==> src/hdl/control_unit_defines.svh <==
`ifndef CONTROL_UNIT_DEFINES_SVH
`define CONTROL_UNIT_DEFINES_SVH

// Instruction word
`define CU_INSTR_W 32

// Format field, selects one of the four SPARC formats
`define CU_OP_HI 31
`define CU_OP_LO 30

// op2 field of format 0
`define CU_OP2_HI 24
`define CU_OP2_LO 22

// op3 field of formats 2 and 3
`define CU_OP3_HI 24
`define CU_OP3_LO 19

// Format 0 op2 codes
`define CU_OP2_SETHI  3'd4
`define CU_OP2_BRANCH 3'd2

// Format 2 op3 codes handled outside the arithmetic table
`define CU_OP3_JMPL    6'b111000
`define CU_OP3_SAVE    6'b111100
`define CU_OP3_RESTORE 6'b111101

`endif

==> src/hdl/control_unit_pkg.sv <==
package control_unit_pkg;

    // Instruction format, from bits 31:30
    typedef enum logic [1:0] {
        FMT_BR_SETHI = 2'd0,
        FMT_CALL     = 2'd1,
        FMT_ARITH    = 2'd2,
        FMT_MEM      = 2'd3
    } instr_fmt_e;

    // ALU operation codes as the execute stage expects them
    typedef enum logic [3:0] {
        ALU_ADD    = 4'd0,
        ALU_ADDX   = 4'd1,
        ALU_SUB    = 4'd2,
        ALU_SUBX   = 4'd3,
        ALU_AND    = 4'd4,
        ALU_OR     = 4'd5,
        ALU_XOR    = 4'd6,
        ALU_XNOR   = 4'd7,
        ALU_ANDN   = 4'd8,
        ALU_ORN    = 4'd9,
        ALU_SLL    = 4'd10,
        ALU_SRL    = 4'd11,
        ALU_SRA    = 4'd12,
        ALU_PASS_B = 4'd14  // Forward operand B, used by SETHI
    } alu_op_e;

    // Data memory access size
    typedef enum logic [1:0] {
        SIZE_BYTE = 2'd0,
        SIZE_HALF = 2'd1,
        SIZE_WORD = 2'd2
    } mem_size_e;

    // Format 2 arithmetic, logic and shift op3 codes
    typedef enum logic [5:0] {
        OP3_ADD    = 6'b000000,
        OP3_ADDCC  = 6'b010000,
        OP3_ADDX   = 6'b001000,
        OP3_ADDXCC = 6'b011000,
        OP3_SUB    = 6'b000100,
        OP3_SUBCC  = 6'b010100,
        OP3_SUBX   = 6'b001100,
        OP3_AND    = 6'b000001,
        OP3_ANDCC  = 6'b010001,
        OP3_ANDN   = 6'b000101,
        OP3_ANDNCC = 6'b010101,
        OP3_OR     = 6'b000010,
        OP3_ORCC   = 6'b010010,
        OP3_ORN    = 6'b000110,
        OP3_ORNCC  = 6'b010110,
        OP3_XOR    = 6'b000011,
        OP3_XORCC  = 6'b010011,
        OP3_XNOR   = 6'b000111,
        OP3_XNORCC = 6'b010111,
        OP3_SLL    = 6'b100101,
        OP3_SRL    = 6'b100110,
        OP3_SRA    = 6'b100111
    } arith_op3_e;

    // Format 3 load/store op3 codes
    typedef enum logic [5:0] {
        MEM_LDSB = 6'b001001,
        MEM_LDSH = 6'b001010,
        MEM_LD   = 6'b000000,
        MEM_LDUB = 6'b000001,
        MEM_LDUH = 6'b000010,
        MEM_STB  = 6'b000101,
        MEM_STH  = 6'b000110,
        MEM_ST   = 6'b000100
    } mem_op3_e;

endpackage

==> src/hdl/alu_op_decoder.sv <==
`timescale 1ns/10ps
`include "control_unit_defines.svh"

module alu_op_decoder (
    input  logic [`CU_OP3_HI-`CU_OP3_LO:0] op3,
    output control_unit_pkg::alu_op_e      alu_op,
    output logic                           cc_enable,
    output logic                           known
);

    import control_unit_pkg::*;

    arith_op3_e code;

    assign code = arith_op3_e'(op3);

    // ALU operation per op3, cc and non-cc variants share the operation
    always_comb begin
        alu_op = ALU_ADD;
        known  = 1'b1;
        case (code)
            OP3_ADD, OP3_ADDCC:   alu_op = ALU_ADD;
            OP3_ADDX, OP3_ADDXCC: alu_op = ALU_ADDX;
            OP3_SUB, OP3_SUBCC:   alu_op = ALU_SUB;
            OP3_SUBX:             alu_op = ALU_SUBX;
            OP3_AND, OP3_ANDCC:   alu_op = ALU_AND;
            OP3_ANDN, OP3_ANDNCC: alu_op = ALU_ANDN;
            OP3_OR, OP3_ORCC:     alu_op = ALU_OR;
            OP3_ORN, OP3_ORNCC:   alu_op = ALU_ORN;
            OP3_XOR, OP3_XORCC:   alu_op = ALU_XOR;
            OP3_XNOR, OP3_XNORCC: alu_op = ALU_XNOR;
            OP3_SLL:              alu_op = ALU_SLL;
            OP3_SRL:              alu_op = ALU_SRL;
            OP3_SRA:              alu_op = ALU_SRA;
            default: begin
                known = 1'b0;   // Not in the table
            end
        endcase
    end

    // Condition code update only for the cc variants
    always_comb begin
        case (code)
            OP3_ADDCC,
            OP3_ADDXCC,
            OP3_SUBCC,
            OP3_ANDCC,
            OP3_ANDNCC,
            OP3_ORCC,
            OP3_ORNCC,
            OP3_XORCC,
            OP3_XNORCC: cc_enable = 1'b1;
            default:    cc_enable = 1'b0;
        endcase
    end

endmodule

==> src/hdl/control_decoder.sv <==
`timescale 1ns/10ps
`include "control_unit_defines.svh"

module control_decoder (
    input  logic [`CU_INSTR_W-1:0]       instr,
    output logic                         jmpl,
    output logic                         call,
    output logic                         branch,
    output logic                         load,
    output logic                         rf_enable,
    output logic                         mem_se,
    output logic                         mem_rw,
    output logic                         mem_enable,
    output control_unit_pkg::mem_size_e  mem_size,
    output control_unit_pkg::alu_op_e    alu_op,
    output logic                         cc_enable
);

    import control_unit_pkg::*;

    instr_fmt_e                          fmt;
    logic [`CU_OP2_HI-`CU_OP2_LO:0]      op2;
    logic [`CU_OP3_HI-`CU_OP3_LO:0]      op3;
    logic                                is_nop;

    alu_op_e                             tbl_alu_op;
    logic                                tbl_cc_enable;
    logic                                alu_known;
    mem_size_e                           tbl_mem_size;
    logic                                tbl_mem_se;
    logic                                tbl_mem_rw;
    logic                                tbl_load;
    logic                                mem_known;

    assign fmt    = instr_fmt_e'(instr[`CU_OP_HI:`CU_OP_LO]);
    assign op2    = instr[`CU_OP2_HI:`CU_OP2_LO];
    assign op3    = instr[`CU_OP3_HI:`CU_OP3_LO];
    assign is_nop = (instr == '0);

    alu_op_decoder u_alu_op_decoder (
        .op3       (op3),
        .alu_op    (tbl_alu_op),
        .cc_enable (tbl_cc_enable),
        .known     (alu_known)
    );

    mem_op_decoder u_mem_op_decoder (
        .op3      (op3),
        .mem_size (tbl_mem_size),
        .mem_se   (tbl_mem_se),
        .mem_rw   (tbl_mem_rw),
        .load     (tbl_load),
        .known    (mem_known)
    );

    always_comb begin
        // Everything off unless a rule below turns it on
        jmpl       = 1'b0;
        call       = 1'b0;
        branch     = 1'b0;
        load       = 1'b0;
        rf_enable  = 1'b0;
        mem_se     = 1'b0;
        mem_rw     = 1'b0;
        mem_enable = 1'b0;
        mem_size   = SIZE_BYTE;
        alu_op     = ALU_ADD;
        cc_enable  = 1'b0;
        if (!is_nop) begin
            case (fmt)
                FMT_BR_SETHI: begin
                    if (op2 == `CU_OP2_SETHI) begin
                        alu_op = ALU_PASS_B;    // Operand B carries the immediate
                    end else if (op2 == `CU_OP2_BRANCH) begin
                        branch = 1'b1;
                    end
                end
                FMT_CALL: begin
                    call      = 1'b1;
                    rf_enable = 1'b1;   // Return address to r15
                end
                FMT_ARITH: begin
                    if (op3 == `CU_OP3_JMPL) begin
                        jmpl = 1'b1;
                    end else if (op3 == `CU_OP3_SAVE || op3 == `CU_OP3_RESTORE) begin
                        rf_enable  = 1'b1;
                        mem_enable = 1'b1;
                        mem_size   = SIZE_WORD;
                    end else if (alu_known) begin
                        alu_op    = tbl_alu_op;
                        cc_enable = tbl_cc_enable;
                    end
                end
                FMT_MEM: begin
                    if (mem_known) begin
                        load       = tbl_load;
                        rf_enable  = tbl_load;  // Only loads write back
                        mem_enable = 1'b1;
                        mem_se     = tbl_mem_se;
                        mem_rw     = tbl_mem_rw;
                        mem_size   = tbl_mem_size;
                    end
                end
                default: ;
            endcase
        end
    end

endmodule

==> src/hdl/control_unit.sv <==
`timescale 1ns/10ps
`include "control_unit_defines.svh"

module control_unit (
    input  logic                         clk,
    input  logic                         clr,
    input  logic [`CU_INSTR_W-1:0]       instr,
    input  logic                         bubble,
    output logic                         jmpl,
    output logic                         call,
    output logic                         branch,
    output logic                         load,
    output logic                         rf_enable,
    output logic                         mem_se,
    output logic                         mem_rw,
    output logic                         mem_enable,
    output control_unit_pkg::mem_size_e  mem_size,
    output logic                         i31,
    output logic                         i30,
    output logic                         i24,
    output logic                         i13,
    output control_unit_pkg::alu_op_e    alu_op,
    output logic                         cc_enable
);

    import control_unit_pkg::*;

    // Decoded values ahead of the stage register
    logic       next_jmpl, next_call, next_branch, next_load, next_rf_enable;
    logic       next_mem_se, next_mem_rw, next_mem_enable, next_cc_enable;
    mem_size_e  next_mem_size;
    alu_op_e    next_alu_op;

    control_decoder u_control_decoder (
        .instr      (instr),
        .jmpl       (next_jmpl),
        .call       (next_call),
        .branch     (next_branch),
        .load       (next_load),
        .rf_enable  (next_rf_enable),
        .mem_se     (next_mem_se),
        .mem_rw     (next_mem_rw),
        .mem_enable (next_mem_enable),
        .mem_size   (next_mem_size),
        .alu_op     (next_alu_op),
        .cc_enable  (next_cc_enable)
    );

    id_control_stage u_id_control_stage (
        .clk             (clk),
        .clr             (clr),
        .bubble          (bubble),
        .instr           (instr),
        .next_jmpl       (next_jmpl),
        .next_call       (next_call),
        .next_branch     (next_branch),
        .next_load       (next_load),
        .next_rf_enable  (next_rf_enable),
        .next_mem_se     (next_mem_se),
        .next_mem_rw     (next_mem_rw),
        .next_mem_enable (next_mem_enable),
        .next_mem_size   (next_mem_size),
        .next_alu_op     (next_alu_op),
        .next_cc_enable  (next_cc_enable),
        .jmpl            (jmpl),
        .call            (call),
        .branch          (branch),
        .load            (load),
        .rf_enable       (rf_enable),
        .mem_se          (mem_se),
        .mem_rw          (mem_rw),
        .mem_enable      (mem_enable),
        .mem_size        (mem_size),
        .i31             (i31),
        .i30             (i30),
        .i24             (i24),
        .i13             (i13),
        .alu_op          (alu_op),
        .cc_enable       (cc_enable)
    );

endmodule

==> src/hdl/id_control_stage.sv <==
`timescale 1ns/10ps
`include "control_unit_defines.svh"

module id_control_stage (
    input  logic                         clk,
    input  logic                         clr,
    input  logic                         bubble,
    input  logic [`CU_INSTR_W-1:0]       instr,
    input  logic                         next_jmpl,
    input  logic                         next_call,
    input  logic                         next_branch,
    input  logic                         next_load,
    input  logic                         next_rf_enable,
    input  logic                         next_mem_se,
    input  logic                         next_mem_rw,
    input  logic                         next_mem_enable,
    input  control_unit_pkg::mem_size_e  next_mem_size,
    input  control_unit_pkg::alu_op_e    next_alu_op,
    input  logic                         next_cc_enable,
    output logic                         jmpl,
    output logic                         call,
    output logic                         branch,
    output logic                         load,
    output logic                         rf_enable,
    output logic                         mem_se,
    output logic                         mem_rw,
    output logic                         mem_enable,
    output control_unit_pkg::mem_size_e  mem_size,
    output logic                         i31,
    output logic                         i30,
    output logic                         i24,
    output logic                         i13,
    output control_unit_pkg::alu_op_e    alu_op,
    output logic                         cc_enable
);

    import control_unit_pkg::*;

    logic       jmpl_r, call_r, branch_r, load_r, rf_enable_r;
    logic       mem_se_r, mem_rw_r, mem_enable_r, cc_enable_r;
    logic       i31_r, i30_r, i24_r, i13_r;
    mem_size_e  mem_size_r;
    alu_op_e    alu_op_r;

    always_ff @(posedge clk or negedge clr) begin
        if (!clr) begin
            jmpl_r       <= 1'b0;
            call_r       <= 1'b0;
            branch_r     <= 1'b0;
            load_r       <= 1'b0;
            rf_enable_r  <= 1'b0;
            mem_se_r     <= 1'b0;
            mem_rw_r     <= 1'b0;
            mem_enable_r <= 1'b0;
            mem_size_r   <= SIZE_BYTE;
            alu_op_r     <= ALU_ADD;
            cc_enable_r  <= 1'b0;
            i31_r        <= 1'b0;
            i30_r        <= 1'b0;
            i24_r        <= 1'b0;
            i13_r        <= 1'b0;
        end else begin
            // Keeps loading while bubble is high
            jmpl_r       <= next_jmpl;
            call_r       <= next_call;
            branch_r     <= next_branch;
            load_r       <= next_load;
            rf_enable_r  <= next_rf_enable;
            mem_se_r     <= next_mem_se;
            mem_rw_r     <= next_mem_rw;
            mem_enable_r <= next_mem_enable;
            mem_size_r   <= next_mem_size;
            alu_op_r     <= next_alu_op;
            cc_enable_r  <= next_cc_enable;
            i31_r        <= instr[31];
            i30_r        <= instr[30];
            i24_r        <= instr[24];
            i13_r        <= instr[13];
        end
    end

    // Bubble mux, zeroes the stage output in the same cycle
    assign jmpl       = bubble ? 1'b0 : jmpl_r;
    assign call       = bubble ? 1'b0 : call_r;
    assign branch     = bubble ? 1'b0 : branch_r;
    assign load       = bubble ? 1'b0 : load_r;
    assign rf_enable  = bubble ? 1'b0 : rf_enable_r;
    assign mem_se     = bubble ? 1'b0 : mem_se_r;
    assign mem_rw     = bubble ? 1'b0 : mem_rw_r;
    assign mem_enable = bubble ? 1'b0 : mem_enable_r;
    assign mem_size   = bubble ? SIZE_BYTE : mem_size_r;
    assign alu_op     = bubble ? ALU_ADD : alu_op_r;
    assign cc_enable  = bubble ? 1'b0 : cc_enable_r;
    assign i31        = bubble ? 1'b0 : i31_r;
    assign i30        = bubble ? 1'b0 : i30_r;
    assign i24        = bubble ? 1'b0 : i24_r;
    assign i13        = bubble ? 1'b0 : i13_r;

endmodule

==> src/hdl/mem_op_decoder.sv <==
`timescale 1ns/10ps
`include "control_unit_defines.svh"

module mem_op_decoder (
    input  logic [`CU_OP3_HI-`CU_OP3_LO:0] op3,
    output control_unit_pkg::mem_size_e    mem_size,
    output logic                           mem_se,
    output logic                           mem_rw,  // 1 for stores
    output logic                           load,
    output logic                           known
);

    import control_unit_pkg::*;

    mem_op3_e code;

    assign code = mem_op3_e'(op3);

    always_comb begin
        mem_size = SIZE_BYTE;
        mem_se   = 1'b0;
        mem_rw   = 1'b0;
        load     = 1'b0;
        known    = 1'b1;
        case (code)
            // Loads, signed ones need sign extension
            MEM_LDSB: begin
                load   = 1'b1;
                mem_se = 1'b1;
            end
            MEM_LDSH: begin
                load     = 1'b1;
                mem_se   = 1'b1;
                mem_size = SIZE_HALF;
            end
            MEM_LD: begin
                load     = 1'b1;
                mem_size = SIZE_WORD;
            end
            MEM_LDUB: load = 1'b1;
            MEM_LDUH: begin
                load     = 1'b1;
                mem_size = SIZE_HALF;
            end
            // Stores
            MEM_STB: mem_rw = 1'b1;
            MEM_STH: begin
                mem_rw   = 1'b1;
                mem_size = SIZE_HALF;
            end
            MEM_ST: begin
                mem_rw   = 1'b1;
                mem_size = SIZE_WORD;
            end
            default: known = 1'b0;
        endcase
    end

endmodule

==> config.mk <==
export PLATFORM = sky130hd
export DESIGN_NAME = control_unit
export DESIGN_NICKNAME = d
export VERILOG_FILES = /design/src/hdl/control_unit_pkg.sv /design/src/hdl/alu_op_decoder.sv /design/src/hdl/control_decoder.sv /design/src/hdl/control_unit.sv /design/src/hdl/id_control_stage.sv /design/src/hdl/mem_op_decoder.sv
export VERILOG_INCLUDE_DIRS = /design/src /design/src/hdl
export SDC_FILE = /design/constraint.sdc
export NUM_CORES = 1
export LEC_CHECK = 0
export BUFFER_PORTS_ARGS = -buffer_cell sky130_fd_sc_hd__buf_2
export CAP_MARGIN = 20
export CORE_ASPECT_RATIO = 0.75
export CORE_MARGIN = 2
export CORE_UTILIZATION = 40
export CTS_CLUSTER_SIZE = 14
export DETAILED_ROUTE_END_ITERATION = 10
export PLACE_DENSITY = 0.71
export SLEW_MARGIN = 5
export SYNTH_ARGS = -nofsm -noshare
export SYNTH_HDL_FRONTEND = slang
export SYNTH_HIERARCHICAL = 1
export SYNTH_SLANG_ARGS = --single-unit
==> constraint.sdc <==
create_clock -name clk -period 1.9 [get_ports clk]
set_clock_uncertainty 0.15 [all_clocks]
set_input_delay 0.19 -clock clk [delete_from_list [all_inputs] [get_ports clk]]
set_output_delay 0.19 -clock clk [all_outputs]
set_load 0.005 [all_outputs]
==> out/qor.csv <==
stage;metric;value;unit
yosys;synth_nets;147;
drt;wire_per_inst;12.0;µm
yosys;synth_top_area_cell;dfrtp_1;
sta;fin_setup_tns;0;ns
cells_and_area;stdcell_count;183;
clocking;clk_pin_slew;0.06;ns
floorplan;dieWidth;64.9;µm
yosys;seq_area_frac_synth;42.7;%
drt;drt_iter0_drc;23;
grt;grt_max_degree;20;
yosys;synth_xor_area_share;0.787;%
yosys;ys_warn_count;6;
floorplan;num_io_pins;54;
status;status;complete, no violations;
critical_path;cp-start-kind;input pin;
yosys;syn_area;1110;µm²
yosys;syn_avg_cell_area;9.93;µm²
sta;slew_viol_final;0;
sta;setup_viol;0;
cells_and_area;drive_gt1_share;29.9;%
floorplan;rows;16;
cells_and_area;diodes;0;
critical_path;path_max_fanout;6;
cells_and_area;area_growth;23.6;%
grt;grtUsageTotal;13.9;%
placement;hpwlAfterDp;1550;µm
yosys;synth_simple_gate_area_share;37.1;%
grt;grt_overflow_total;0;
drt;ant_nets;0;
yosys;yosysMostFrequentCell;dfrtp_1;
yosys;yosys-top-cells-count;19 x dfrtp_1, 13 x nor2b_1, 9 x and2b_1;
sta;period_share;86.3;%
power_and_ir_drop;worst_ir_drop_vdd;0.000241;V
sta;whs;0.0818;ns
cells_and_area;fillCellCount;249;
critical_path;slowest_stage;dlygate4sd3_1;
clocking;cts_tree;done;
power_and_ir_drop;powerDensity;591;nW/µm²
flow_run;max_cap_violations;0;
sta;max_freq;610;MHz
clocking;clockRootBuffer;clkbuf_8;
clocking;cts_made_buffers;3;
critical_path;cp_data_arrival_time;1.67;ns
yosys;synth-async-reset-ratio;100;%
yosys;synthAdderAreaFrac;1.01;%
yosys;synth_compound_area_share;15.4;%
placement;port_buffers;30;
yosys;synth_top_family_by_area;simple AND/OR/NAND/NOR gates;
critical_path;critPathMaxStageDelay;0.53;ns
sta;rsz0062_at_grt;no;
yosys;ys_types;39;
floorplan;start_util;42.4;%
drt;routed_wl;2200;µm
yosys;synth_top_area_share;42.7;%
sta;slew_headroom;73.4;%
critical_path;path_cells;dlygate4sd3_1 -> buf_2 -> or3_4 -> nor3b_4 -> a21o_1;
grt;antenna_found_initial;0;
drt;dr.pass1.iters;4;
yosys;syn_inst;112;
floorplan;die_area;3220;µm²
placement;gp_congestion;0.780;
clocking;clk_path_buf_depth;2;
sta;tightest_slew;0.398;ns
power_and_ir_drop;p_leak;0.000711;µW
critical_path;critical_path_class;input pin to register;
critical_path;crit_required;1.93;ns
critical_path;worstSetupEndpointType;register;
drt;vias;889;
floorplan;core_area;2620;µm²
cells_and_area;nNetsFinal;183;
yosys;muxShareOfSynthArea;0;%
grt;grt_first_pass_wirelength;3480;µm
sta;period_minus_slack;1.64;ns
drt;drc;0;
yosys;synth_flop_cell;dfrtp_1;
sta;hold_viol;0;
yosys;ys_seq_elements;19;
drt;post_drt_via_cell_ratio;4.86;
yosys;synthTopCellsByArea;dfrtp_1 43%, nor2b_1 7.3%, and2b_1 6.1%, and2_1 3.4%, nand2b_1 3.4%;
floorplan;die_h;49.7;µm
worst_hold_path;hp-class;input pin to register;
clocking;cts.sinks;19;
grt;grt_pass1_vias;776;
placement;dp_cells;175;
clocking;cts_setup_buffers;0;
clocking;h-tree-depth;1;
yosys;synth-edff-count;0;
[metrics by stage]
step	setup slack, ns	power, µW	area [µm²]	utilization (%)
2_1_floorplan	0.584	493	1110	-
3_3_place_gp	0.325	545	1290	49.2
3_5_place_dp	0.303	549	1290	49.2
4_1_cts	0.281	825	1380	52.4
5_1_grt	0.238	848	1380	52.4
6_report	0.261	813	1380	52.4
[final timing paths]
| kind | startpoint | end | cells past startpoint |
|---|---|---|---|
| max | instr[31] | u_id_control_stage/alu_op_r[2] | 5 |
| min | instr[24] | u_id_control_stage/i24_r | 1 |
| max in group asynchronous | clr | u_id_control_stage/i13_r | 2 |
| min in group asynchronous | clr | u_id_control_stage/mem_rw_r | 2 |
[layout make-up]
class                           instances  area (µm²)  share of cell area [%]
Timing Repair Buffer                   35         198                    14.4
Tap cell                               36        45.0                    3.28
Multi-Input combinational cell         87         604                    43.9
Sequential cell                        19         475                    34.6
Clock buffer                            4        45.0                    3.28
Inverter                                2        7.51                   0.546
[worst max-delay path: cells and delay by family]
kind	cells	cell delay, ns
compound gates	1	0.13
buf+inv	2	0.69
simple gates	2	0.66
[per-layer routing]
layer | part of all wire, % | track usage [%] | vias up
li1 | - | - | 454
met1 | 49 | 20.0 | 408
met2 | 44 | 20.8 | 25
met3 | 6.1 | 1.14 | 2
met4 | 1.0 | 7.45 | 0
met5 | 0 | 0 | -
[placed cells by master, fill, tap and decap left out, types with 2 or more instances in the layout]
| cell type | n |
|---|---|
| a31oi_1 | 2 |
| dfrtp_1 | 19 |
| a21o_1 | 3 |
| dlygate4sd3_1 | 4 |
| and2_1 | 6 |
| nand2_1 | 6 |
| a21oi_1 | 6 |
| buf_2 | 30 |
| nor2b_1 | 13 |
| nand3b_1 | 2 |
| nor3b_1 | 2 |
| a21boi_0 | 2 |
| and2b_1 | 9 |
| clkbuf_8 | 3 |
| nor2_1 | 6 |
| a211oi_2 | 2 |
| nand2b_1 | 6 |
| o21ai_1 | 2 |
[state kept, by name, summed over array words and instances (netlist names)]
name                             flops
u_id_control_stage/cc_enable_r       1
u_id_control_stage/i31_r             1
u_id_control_stage/branch_r          1
u_id_control_stage/mem_size_r        2
u_id_control_stage/mem_enable_r      1
u_id_control_stage/load_r            1
u_id_control_stage/i30_r             1
u_id_control_stage/mem_se_r          1
u_id_control_stage/i24_r             1
u_id_control_stage/jmpl_r            1
u_id_control_stage/alu_op_r          4
u_id_control_stage/rf_enable_r       1
u_id_control_stage/i13_r             1
u_id_control_stage/mem_rw_r          1
u_id_control_stage/call_r            1
[power breakdown]
| part | switching, µW | total [µW] | internal, µW |
|---|---|---|---|
| logic | 76.7 | 132 | 55.7 |
| registers | 1.74 | 416 | 414 |
| clock network | 116 | 265 | 148 |
[logic make-up after synthesis]
family	count (synthesis)
xor+xnor	1
fa+ha+maj	1
buf+inv	6
flops	19
simple gates	62
compound gates	23
[timing repair]
| item | 4_1_cts | 5_1_grt |
|---|---|---|
| gates resized for setup | 0 | 0 |
| hold buffers | 4 | 0 |
| endpoints found under the hold margin | 22 | 0 |
Note: power is estimated with default switching activity, not from simulation.
